[config.mk]
export PLATFORM = sky130hd
export DESIGN_NAME = data_mmu
export DESIGN_NICKNAME = d
export VERILOG_FILES = /design/src/rtl/mmu_pkg.sv /design/src/rtl/tlb_lookup_if.sv /design/src/rtl/data_mmu.sv /design/src/rtl/data_tlb.sv /design/src/rtl/ld_st_translate.sv
export SDC_FILE = /design/constraint.sdc
export NUM_CORES = 1
export LEC_CHECK = 0
export BUFFER_PORTS_ARGS = -buffer_cell sky130_fd_sc_hd__buf_4
export CORE_MARGIN = 2
export CORE_UTILIZATION = 35
export CTS_BUF_LIST = sky130_fd_sc_hd__clkbuf_4
export DETAILED_ROUTE_END_ITERATION = 10
export PLACE_DENSITY = 0.6
export SYNTH_ARGS = -nofsm -noshare
export SYNTH_HDL_FRONTEND = slang
export SYNTH_SLANG_ARGS = --single-unit
[constraint.sdc]
create_clock -name clk_i -period 4.4 [get_ports clk_i]
set_input_delay 0.44 -clock clk_i [delete_from_list [all_inputs] [get_ports clk_i]]
set_output_delay 0.44 -clock clk_i [all_outputs]
set_load 0.1 [all_outputs]
[src/rtl/mmu_pkg.sv]
// ----------------------------------------
// shared definitions for the SV39 data MMU
// address widths, PTE flag positions,
// privilege and cause codes, TLB size
// ----------------------------------------
package mmu_pkg;

    // ----------------------------------------
    // address widths
    // ----------------------------------------
    // sv39 virtual address
    localparam int unsigned VLEN = 39;
    // physical address and page number
    localparam int unsigned PLEN = 56;
    localparam int unsigned PPNW = 44;
    // cause and tval words
    localparam int unsigned XLEN = 64;
    localparam int unsigned ASID_W = 16;
    localparam int unsigned PTE_W = 64;

    // 4 KiB page offset
    localparam int unsigned PAGE_OFFSET_W = 12;
    // one level of the sv39 page number
    localparam int unsigned VPN_W = 9;

    // ----------------------------------------
    // PTE layout
    // ----------------------------------------
    localparam int unsigned PTE_V_BIT = 0;
    localparam int unsigned PTE_R_BIT = 1;
    localparam int unsigned PTE_W_BIT = 2;
    localparam int unsigned PTE_X_BIT = 3;
    localparam int unsigned PTE_U_BIT = 4;
    localparam int unsigned PTE_G_BIT = 5;
    localparam int unsigned PTE_A_BIT = 6;
    localparam int unsigned PTE_D_BIT = 7;
    // ppn starts above the two rsw bits
    localparam int unsigned PTE_PPN_LSB = 10;

    // number of data TLB entries
    localparam int unsigned DTLB_ENTRIES = 4;

    // ----------------------------------------
    // privilege and cause codes
    // ----------------------------------------
    localparam logic [1:0] PRIV_LVL_U = 2'd0;
    localparam logic [1:0] PRIV_LVL_S = 2'd1;
    localparam logic [1:0] PRIV_LVL_M = 2'd3;

    // mcause/scause values for data page faults
    localparam logic [XLEN-1:0] CAUSE_LOAD_PAGE_FAULT = XLEN'(13);
    localparam logic [XLEN-1:0] CAUSE_STORE_PAGE_FAULT = XLEN'(15);

    // ----------------------------------------
    // virtual address views
    // ----------------------------------------
    // raw word for forwarding and tval,
    // page number fields for tag match and superpage fill
    typedef union packed {
        logic [VLEN-1:0] raw;
        struct packed {
            // gigapage index
            logic [VPN_W-1:0]         vpn2;
            // megapage index
            logic [VPN_W-1:0]         vpn1;
            // 4k page index
            logic [VPN_W-1:0]         vpn0;
            logic [PAGE_OFFSET_W-1:0] offset;
        } sv39;
    } sv39_vaddr_u;

endpackage

[src/rtl/tlb_lookup_if.sv]
// ----------------------------------------
// lookup port between the load/store
// translate stage and the data TLB
// ----------------------------------------
`timescale 1ns/100ps

interface tlb_lookup_if import mmu_pkg::*; ();

    // request side
    logic              access;
    logic [ASID_W-1:0] asid;
    sv39_vaddr_u       vaddr;

    // answer, combinational in the request cycle
    logic              hit;
    logic [PTE_W-1:0]  pte;
    logic              is_2m;
    logic              is_1g;

    // translate stage side
    modport requester (
        output access,
        output asid,
        output vaddr,
        input  hit,
        input  pte,
        input  is_2m,
        input  is_1g
    );

    // TLB side
    modport responder (
        input  access,
        input  asid,
        input  vaddr,
        output hit,
        output pte,
        output is_2m,
        output is_1g
    );

endinterface

[src/rtl/data_mmu.sv]
// ----------------------------------------
// data-side sv39 MMU top level
// joins the data TLB and the load/store
// translate stage
// ----------------------------------------
`timescale 1ns/100ps

module data_mmu import mmu_pkg::*; (
    input  logic                clk_i,
    input  logic                rst_ni,
    input  logic                flush_tlb_i,
    input  logic                en_ld_st_translation_i,
    // lsu request
    input  logic                lsu_req_i,
    input  logic [VLEN-1:0]     lsu_vaddr_i,
    input  logic                lsu_is_store_i,
    input  logic [1:0]          ld_st_priv_lvl_i,
    input  logic                sum_i,
    input  logic [ASID_W-1:0]   asid_i,
    // TLB fill from the core
    input  logic                update_valid_i,
    input  logic [3*VPN_W-1:0]  update_vpn_i,
    input  logic [ASID_W-1:0]   update_asid_i,
    input  logic                update_is_2m_i,
    input  logic                update_is_1g_i,
    input  logic [PTE_W-1:0]    update_pte_i,
    // cycle 0
    output logic                lsu_dtlb_hit_o,
    output logic [PPNW-1:0]     lsu_dtlb_ppn_o,
    output logic                dtlb_miss_o,
    // cycle 1
    output logic                lsu_valid_o,
    output logic [PLEN-1:0]     lsu_paddr_o,
    output logic                lsu_ex_valid_o,
    output logic [XLEN-1:0]     lsu_ex_cause_o,
    output logic [XLEN-1:0]     lsu_ex_tval_o
);

    // lookup path between the stages
    tlb_lookup_if dtlb_lu ();

    data_tlb i_dtlb (
        .clk_i          (clk_i),
        .rst_ni         (rst_ni),
        .flush_tlb_i    (flush_tlb_i),
        .update_valid_i (update_valid_i),
        .update_vpn_i   (update_vpn_i),
        .update_asid_i  (update_asid_i),
        .update_is_2m_i (update_is_2m_i),
        .update_is_1g_i (update_is_1g_i),
        .update_pte_i   (update_pte_i),
        .lookup         (dtlb_lu.responder)
    );

    ld_st_translate i_ld_st_translate (
        .clk_i                  (clk_i),
        .rst_ni                 (rst_ni),
        .en_ld_st_translation_i (en_ld_st_translation_i),
        .lsu_req_i              (lsu_req_i),
        .lsu_vaddr_i            (lsu_vaddr_i),
        .lsu_is_store_i         (lsu_is_store_i),
        .ld_st_priv_lvl_i       (ld_st_priv_lvl_i),
        .sum_i                  (sum_i),
        .asid_i                 (asid_i),
        .lookup                 (dtlb_lu.requester),
        .lsu_dtlb_hit_o         (lsu_dtlb_hit_o),
        .lsu_dtlb_ppn_o         (lsu_dtlb_ppn_o),
        .dtlb_miss_o            (dtlb_miss_o),
        .lsu_valid_o            (lsu_valid_o),
        .lsu_paddr_o            (lsu_paddr_o),
        .lsu_ex_valid_o         (lsu_ex_valid_o),
        .lsu_ex_cause_o         (lsu_ex_cause_o),
        .lsu_ex_tval_o          (lsu_ex_tval_o)
    );

endmodule

[src/rtl/data_tlb.sv]
// ----------------------------------------
// fully associative data TLB for sv39
// asid and global match, 4k/2m/1g pages,
// round-robin fill and full flush
// ----------------------------------------
`timescale 1ns/100ps

module data_tlb import mmu_pkg::*; (
    input  logic                clk_i,
    input  logic                rst_ni,
    input  logic                flush_tlb_i,
    // fill port from the core
    input  logic                update_valid_i,
    input  logic [3*VPN_W-1:0]  update_vpn_i,
    input  logic [ASID_W-1:0]   update_asid_i,
    input  logic                update_is_2m_i,
    input  logic                update_is_1g_i,
    input  logic [PTE_W-1:0]    update_pte_i,
    // lookup from the translate stage
    tlb_lookup_if.responder     lookup
);

    // ----------------------------------------
    // entry store
    // ----------------------------------------
    logic [DTLB_ENTRIES-1:0]         valid_q;
    logic [ASID_W-1:0]               asid_q  [DTLB_ENTRIES];
    logic [VPN_W-1:0]                vpn2_q  [DTLB_ENTRIES];
    logic [VPN_W-1:0]                vpn1_q  [DTLB_ENTRIES];
    logic [VPN_W-1:0]                vpn0_q  [DTLB_ENTRIES];
    logic [DTLB_ENTRIES-1:0]         is_2m_q;
    logic [DTLB_ENTRIES-1:0]         is_1g_q;
    logic [PTE_W-1:0]                pte_q   [DTLB_ENTRIES];

    // next entry to be replaced
    logic [$clog2(DTLB_ENTRIES)-1:0] fill_ptr_q;
    // per-entry tag match
    logic [DTLB_ENTRIES-1:0]         match;

    // ----------------------------------------
    // tag match
    // ----------------------------------------
    for (genvar i = 0; i < DTLB_ENTRIES; i++) begin : g_match
        logic asid_ok;
        logic vpn2_ok;
        logic vpn1_ok;
        logic vpn0_ok;

        // global pages ignore the asid
        assign asid_ok = (asid_q[i] == lookup.asid) || pte_q[i][PTE_G_BIT];
        assign vpn2_ok = (vpn2_q[i] == lookup.vaddr.sv39.vpn2);
        assign vpn1_ok = (vpn1_q[i] == lookup.vaddr.sv39.vpn1);
        assign vpn0_ok = (vpn0_q[i] == lookup.vaddr.sv39.vpn0);

        // 1g needs vpn2 only, 2m adds vpn1, 4k needs all three
        assign match[i] = valid_q[i] && asid_ok && vpn2_ok
                          && (is_1g_q[i] || (vpn1_ok && (is_2m_q[i] || vpn0_ok)));
    end

    // ----------------------------------------
    // answer select
    // ----------------------------------------
    always_comb begin : hit_select
        lookup.hit   = 1'b0;
        lookup.pte   = '0;
        lookup.is_2m = 1'b0;
        lookup.is_1g = 1'b0;
        // walk downwards so the lowest matching entry is the one reported
        for (int i = int'(DTLB_ENTRIES) - 1; i >= 0; i--) begin
            if (lookup.access && match[i]) begin
                lookup.hit   = 1'b1;
                lookup.pte   = pte_q[i];
                lookup.is_2m = is_2m_q[i];
                lookup.is_1g = is_1g_q[i];
            end
        end
    end

    // ----------------------------------------
    // valid bits and replacement pointer
    // ----------------------------------------
    always_ff @(posedge clk_i or negedge rst_ni) begin
        if (!rst_ni) begin
            valid_q    <= '0;
            fill_ptr_q <= '0;
        end else if (flush_tlb_i) begin
            // flush beats a fill in the same cycle
            valid_q <= '0;
        end else if (update_valid_i) begin
            valid_q[fill_ptr_q] <= 1'b1;
            fill_ptr_q <= (fill_ptr_q == DTLB_ENTRIES - 1) ? '0 : fill_ptr_q + 1'b1;
        end
    end

    // entry payload, written at the pointer
    always_ff @(posedge clk_i) begin
        if (update_valid_i && !flush_tlb_i) begin
            asid_q[fill_ptr_q]  <= update_asid_i;
            vpn2_q[fill_ptr_q]  <= update_vpn_i[3*VPN_W-1:2*VPN_W];
            vpn1_q[fill_ptr_q]  <= update_vpn_i[2*VPN_W-1:VPN_W];
            vpn0_q[fill_ptr_q]  <= update_vpn_i[VPN_W-1:0];
            is_2m_q[fill_ptr_q] <= update_is_2m_i;
            is_1g_q[fill_ptr_q] <= update_is_1g_i;
            pte_q[fill_ptr_q]   <= update_pte_i;
        end
    end

endmodule

[src/rtl/ld_st_translate.sv]
// ----------------------------------------
// load/store address translation
// same-cycle TLB answer, one register stage,
// physical address and page-fault checks
// ----------------------------------------
`timescale 1ns/100ps

module ld_st_translate import mmu_pkg::*; (
    input  logic                clk_i,
    input  logic                rst_ni,
    input  logic                en_ld_st_translation_i,
    // request from the lsu
    input  logic                lsu_req_i,
    input  logic [VLEN-1:0]     lsu_vaddr_i,
    input  logic                lsu_is_store_i,
    input  logic [1:0]          ld_st_priv_lvl_i,
    input  logic                sum_i,
    input  logic [ASID_W-1:0]   asid_i,
    // TLB lookup
    tlb_lookup_if.requester     lookup,
    // cycle 0 answer
    output logic                lsu_dtlb_hit_o,
    output logic [PPNW-1:0]     lsu_dtlb_ppn_o,
    output logic                dtlb_miss_o,
    // cycle 1 result
    output logic                lsu_valid_o,
    output logic [PLEN-1:0]     lsu_paddr_o,
    output logic                lsu_ex_valid_o,
    output logic [XLEN-1:0]     lsu_ex_cause_o,
    output logic [XLEN-1:0]     lsu_ex_tval_o
);

    // leaf ppn with superpage bits taken from the virtual address
    function automatic logic [PPNW-1:0] leaf_ppn(
        input logic [PTE_W-1:0] pte,
        input sv39_vaddr_u      va,
        input logic             is_2m,
        input logic             is_1g
    );
        logic [PPNW-1:0] ppn;
        ppn = pte[PTE_PPN_LSB +: PPNW];
        if (is_2m) begin
            ppn[VPN_W-1:0] = va.sv39.vpn0;
        end
        if (is_1g) begin
            ppn[2*VPN_W-1:0] = {va.sv39.vpn1, va.sv39.vpn0};
        end
        return ppn;
    endfunction

    sv39_vaddr_u      vaddr_d;

    // stage registers
    logic             req_q;
    logic             hit_q;
    logic             store_q;
    sv39_vaddr_u      vaddr_q;
    logic [PTE_W-1:0] pte_q;
    logic             is_2m_q;
    logic             is_1g_q;

    logic             access_err;
    logic             store_fault;
    logic             fault_check;
    logic [XLEN-1:0]  vaddr_sext;

    // ----------------------------------------
    // cycle 0, lookup and same-cycle answer
    // ----------------------------------------
    assign vaddr_d       = lsu_vaddr_i;
    assign lookup.access = lsu_req_i;
    assign lookup.asid   = asid_i;
    assign lookup.vaddr  = vaddr_d;

    // bare mode is always ready
    assign lsu_dtlb_hit_o = en_ld_st_translation_i ? lookup.hit : 1'b1;
    // asks the core for a fill
    assign dtlb_miss_o    = lsu_req_i && en_ld_st_translation_i && !lookup.hit;

    assign lsu_dtlb_ppn_o = en_ld_st_translation_i
                            ? leaf_ppn(lookup.pte, vaddr_d, lookup.is_2m, lookup.is_1g)
                            : PPNW'(vaddr_d.raw[VLEN-1:PAGE_OFFSET_W]);

    // ----------------------------------------
    // register stage
    // ----------------------------------------
    always_ff @(posedge clk_i or negedge rst_ni) begin
        if (!rst_ni) begin
            req_q <= 1'b0;
            hit_q <= 1'b0;
        end else begin
            req_q <= lsu_req_i;
            hit_q <= lookup.hit;
        end
    end

    // payload, only looked at while req_q is set
    always_ff @(posedge clk_i) begin
        store_q <= lsu_is_store_i;
        vaddr_q <= vaddr_d;
        pte_q   <= lookup.pte;
        is_2m_q <= lookup.is_2m;
        is_1g_q <= lookup.is_1g;
    end

    // ----------------------------------------
    // cycle 1, physical address
    // ----------------------------------------
    // a miss stays silent, the core refills and retries
    assign lsu_valid_o = req_q && (!en_ld_st_translation_i || hit_q);

    assign lsu_paddr_o = en_ld_st_translation_i
                         ? {leaf_ppn(pte_q, vaddr_q, is_2m_q, is_1g_q), vaddr_q.sv39.offset}
                         : PLEN'(vaddr_q.raw);

    // ----------------------------------------
    // cycle 1, page-fault checks
    // ----------------------------------------
    always_comb begin : priv_check
        case (ld_st_priv_lvl_i)
            // user pages need sum in supervisor mode
            PRIV_LVL_S: access_err = !sum_i && pte_q[PTE_U_BIT];
            // user mode may only touch user pages
            PRIV_LVL_U: access_err = !pte_q[PTE_U_BIT];
            PRIV_LVL_M: access_err = 1'b0;
            default:    access_err = 1'b0;
        endcase
    end

    // stores also need write permission and a set dirty bit
    assign store_fault = !pte_q[PTE_W_BIT] || !pte_q[PTE_D_BIT] || access_err;
    assign fault_check = en_ld_st_translation_i && req_q && hit_q;
    assign vaddr_sext  = {{(XLEN-VLEN){vaddr_q.raw[VLEN-1]}}, vaddr_q.raw};

    always_comb begin : page_fault
        lsu_ex_valid_o = 1'b0;
        lsu_ex_cause_o = '0;
        lsu_ex_tval_o  = '0;
        if (fault_check) begin
            if (store_q && store_fault) begin
                lsu_ex_valid_o = 1'b1;
                lsu_ex_cause_o = CAUSE_STORE_PAGE_FAULT;
                lsu_ex_tval_o  = vaddr_sext;
            end else if (!store_q && access_err) begin
                lsu_ex_valid_o = 1'b1;
                lsu_ex_cause_o = CAUSE_LOAD_PAGE_FAULT;
                lsu_ex_tval_o  = vaddr_sext;
            end
        end
    end

endmodule

==> results.py <==
metrics = {
    "cells_and_area": {
        "fin_nets": 2035,
        "area_growth_pct": 35.2,
        "layout-drive-gt1-share_pct": 36.3,
        "n_fill_cell": 4647,
        "finalNonFillerCells": 2657,
    },
    "sta": {
        "worst_slack_ns": -0.0671,
        "finalMaxSlewViolations": 0,
        "hold_violations": 0,
        "fin_crit_ns": 4.47,
        "worst_hold_slack_ns": 0.240,
        "fin_crit_sh_pct": 102,
        "rsz0062_at_grt": "yes",
        "max_freq_mhz": 224,
        "maxSlewHeadroom_pct": 40.0,
        "finalClockSkew_ns": 0.0669,
        "finalSetupViolCount": 18,
        "worstMarginPinSlew_ns": 0.897,
    },
    "routing": {
        "vias_per_cell": 4.61,
        "wl_per_cell_um": 18.7,
        "wirelength_um": 49700,
        "num_vias": 12248,
        "firstDrtPassIters": 5,
        "ant_nets": 0,
        "drc": 0,
        "drt_first_iter_violations": 540,
    },
    "pwr": {
        "ir_worst_vdd_mv": 0.225,
        "power.switching_mw": 2.80,
        "combPwrFrac_pct": 13.0,
        "switching_share_pct": 26.6,
        "p_int_mw": 7.75,
        "seq_power_share_pct": 49.5,
        "cellLeakagePower_nw": 10.1,
        "p_clk_share_pct": 37.5,
        "power_density_nw_per_um2": 411,
    },
    "yosys": {
        "ys_seq_elements": 469,
        "synthFlopType": "edfxtp_1",
        "syn_area_per_cell_um2": 14.3,
        "yosys_warnings": 0,
        "synth_cell_type_count": 48,
        "seq_area_frac_synth_pct": 69.3,
        "synthArstFlopShare_pct": 1.71,
        "synth_edf_count": 372,
        "syn-cell-area_um2": 19000,
        "synthesis.instances": 1329,
    },
    "floorplanning": {
        "die_w_um": 237,
        "design.core.area_um2": 53700,
        "start_util_pct": 35.3,
        "die_y_um": 237,
        "num_io_pins": 406,
        "dieArea_um2": 56100,
        "rows": 85,
    },
    "clock_network": {
        "clock_tree.buffer_depth": 3,
        "worstSkewPairLatency_ns": 0.88,
        "numClockSinks": 469,
        "htreeDepth": 3,
        "cts_buffers": 121,
        "path_clk_slew_ns": 0.06,
        "cts.root.buffer_cell": "clkbuf_4",
        "cts_tree": "built",
    },
    "setup_path": {
        "worst_ep_arrival_time_ns": 4.03,
        "crit_fanout": 9,
        "critical_path_class": "reg -> out",
        "worstSetupStartpointType": "register",
        "crit_path_end_kind": "output pin",
        "worstPathRequired_ns": 3.96,
    },
    "flow_run": {
        "drv_cap": 0,
    },
    "outcome": {
        "violations": "setup timing",
        "status": "finished with violations",
    },
    "placement": {
        "io_buffers": 329,
        "hpwl_um": 32800,
        "place_inst": 2280,
        "place.gp.congestion": 0.751,
    },
    "hold_path": {
        "min_path_type": "in -> reg",
    },
    "global_route": {
        "grt_pass1_vias": 12591,
        "antenna_found_initial": 8,
        "grt_max_degree": 70,
        "grt_pass1_wl_um": 74000,
        "grtUsageTotal_pct": 17.5,
        "grt_overflow_total": 0,
    },
}
[cell usage after synthesis, types with 2 or more instances]
master	number	area, um2
a41oi_1	5	43.8
nor4_1	29	181
nand4_1	10	62.6
ha_1	4	50.1
buf_2	9	45.0
mux2i_1	3	30.0
nand3_1	41	205
buf_1	6	22.5
nor2b_1	41	257
and4b_1	2	20.0
a41o_1	4	40.0
clkbuf_1	54	203
nand2_1	34	128
and2_1	22	138
mux2_2	45	507
o21ai_0	27	135
nor3_1	20	100
a311oi_1	11	96.3
inv_1	8	30.0
nor2_1	82	308
dfrtp_1	8	200
a21oi_1	35	175
a21o_1	22	165
buf_4	101	758
a31oi_1	11	68.8
a311o_1	2	20.0
nor3b_1	18	135
edfxtp_1	372	11200
mux2_4	9	135
dfxtp_1	89	1780
o22ai_1	17	106
buf_6	2	22.5
xor2_1	135	1180
xnor2_1	37	324
[final cells by class]
| class | instances | area [um2] | area share (%) |
|---|---|---|---|
| tap | 696 | 871 | 3.40 |
| timing repair buffer | 519 | 4600 | 17.9 |
| sequential | 469 | 13200 | 51.3 |
| inverter | 8 | 30.0 | 0.117 |
| clock inverter | 17 | 130 | 0.507 |
| multi-input combinational | 738 | 5300 | 20.7 |
| clock buffer | 206 | 1550 | 6.03 |
| antenna | 4 | 10.0 | 0.0390 |
[worst max-delay path, stage by stage (launching register included)]
cell and delay, ns:
edfxtp_1 0.39, xor2_1 0.17, nor4_2 0.33, a41oi_2 0.23, buf_6 0.19, or4_4 0.54
a311oi_2 0.26, o311a_1 0.21, and2b_2 0.19, buf_12 0.15, mux2_4 0.33, buf_12 0.17
[worst paths after layout]
kind / start / to / slack [ns] / cells after the start
min in group asynchronous: rst_ni / i_dtlb.valid_q[0]$_DFFE_PN0P_ / 0.63 / 3
max in group asynchronous: rst_ni / i_ld_st_translate.hit_q$_DFF_PN0_ / 3.35 / 3
min: lsu_vaddr_i[10] / i_ld_st_translate.vaddr_q[10]$_DFF_P_ / 0.24 / 2
min reg2reg: i_dtlb.pte_q[3][26]$_DFFE_PP_ / i_ld_st_translate.pte_q[26]$_DFF_P_ / 0.48 / 1
max reg2reg: i_dtlb.asid_q[2][15]$_DFFE_PP_ / i_ld_st_translate.pte_q[4]$_DFF_P_ / 1.52 / 11
max: i_dtlb.asid_q[2][15]$_DFFE_PP_ / lsu_dtlb_ppn_o[0] / -0.07 / 11
[metal layers]
layer | wire length [um] | track usage [%] | vias up
met4 | 1050 | 6.62 | 8
met2 | 25200 | 30.0 | 401
met3 | 3120 | 4.59 | 65
met1 | 20200 | 21.1 | 5986
li1 | - | - | 5788
met5 | 50 | 0 | -
[state kept, by name, indices dropped and copies added (netlist names), 4 cells and up]
| signal | count |
|---|---|
| i_dtlb.asid_q | 64 |
| i_dtlb.is_1g_q | 4 |
| i_dtlb.is_2m_q | 4 |
| i_dtlb.pte_q | 192 |
| i_dtlb.valid_q | 4 |
| i_dtlb.vpn0_q | 36 |
| i_dtlb.vpn1_q | 36 |
| i_dtlb.vpn2_q | 36 |
| i_ld_st_translate.pte_q | 47 |
| i_ld_st_translate.vaddr_q | 39 |
[logic make-up after synthesis]
kind of cell    after synthesis  share of synthesized area [%]
other cells                   1                         0.0198
flops                       469                           69.3
compound gates              141                           4.83
simple gates                304                           8.29
fa+ha+maj                     4                          0.264
buf+inv                     181                           5.78
xor+xnor                    172                           7.94
mux                          57                           3.54
[stage by stage]
step / TNS (ns) / utilization [%] / instance area [um2] / total power [mW] / setup slack [ns]
after floorplan: 0 / - / 19300 / 6.21 / 0.00530
after global placement: 0 / 41.0 / 22000 / 6.53 / 0.190
after detailed placement: 0 / 41.0 / 22000 / 6.56 / 0.191
after CTS: -3.81 / 47.4 / 25500 / 10.7 / -0.208
after global routing: -5.58 / 47.7 / 25600 / 11.0 / -0.254
final: -0.833 / 47.7 / 25600 / 10.6 / -0.0671
[power by group through the flow]
stage | registers (mW) | clock network [mW] | logic (mW)
after floorplan | 5.32 | 0 | 0.884
after global placement | 5.31 | 0 | 1.23
after detailed placement | 5.32 | 0 | 1.24
after CTS | 5.22 | 4.10 | 1.38
after global routing | 5.25 | 4.33 | 1.46
final | 5.22 | 3.95 | 1.38
[placed cells by master, fill, tap and decap left out, types with 18 or more instances in the layout]
master and count:
edfxtp_1 372, buf_4 335, clkbuf_4 206, dlygate4sd3_1 138
xor2_1 135, dfxtp_1 89, nor2_1 81, conb_1 60
mux2_2 41, nor2b_1 40, nand3_1 40, xnor2_1 37
a21oi_1 35, nand2_1 34, buf_6 24, a21o_1 22
buf_12 21, nor3_1 19, o21ai_0 19, and2_1 18
[what timing repair did]
item	CTS	global route
resized for setup	85	29
cloned	1	0
pin swaps	5	5
endpoints found under the setup margin	46	44
buffers inserted	10	1
hold buffers	138	0
hold endpoints to repair	427	0
Note: power is estimated with default switching activity, not from simulation.
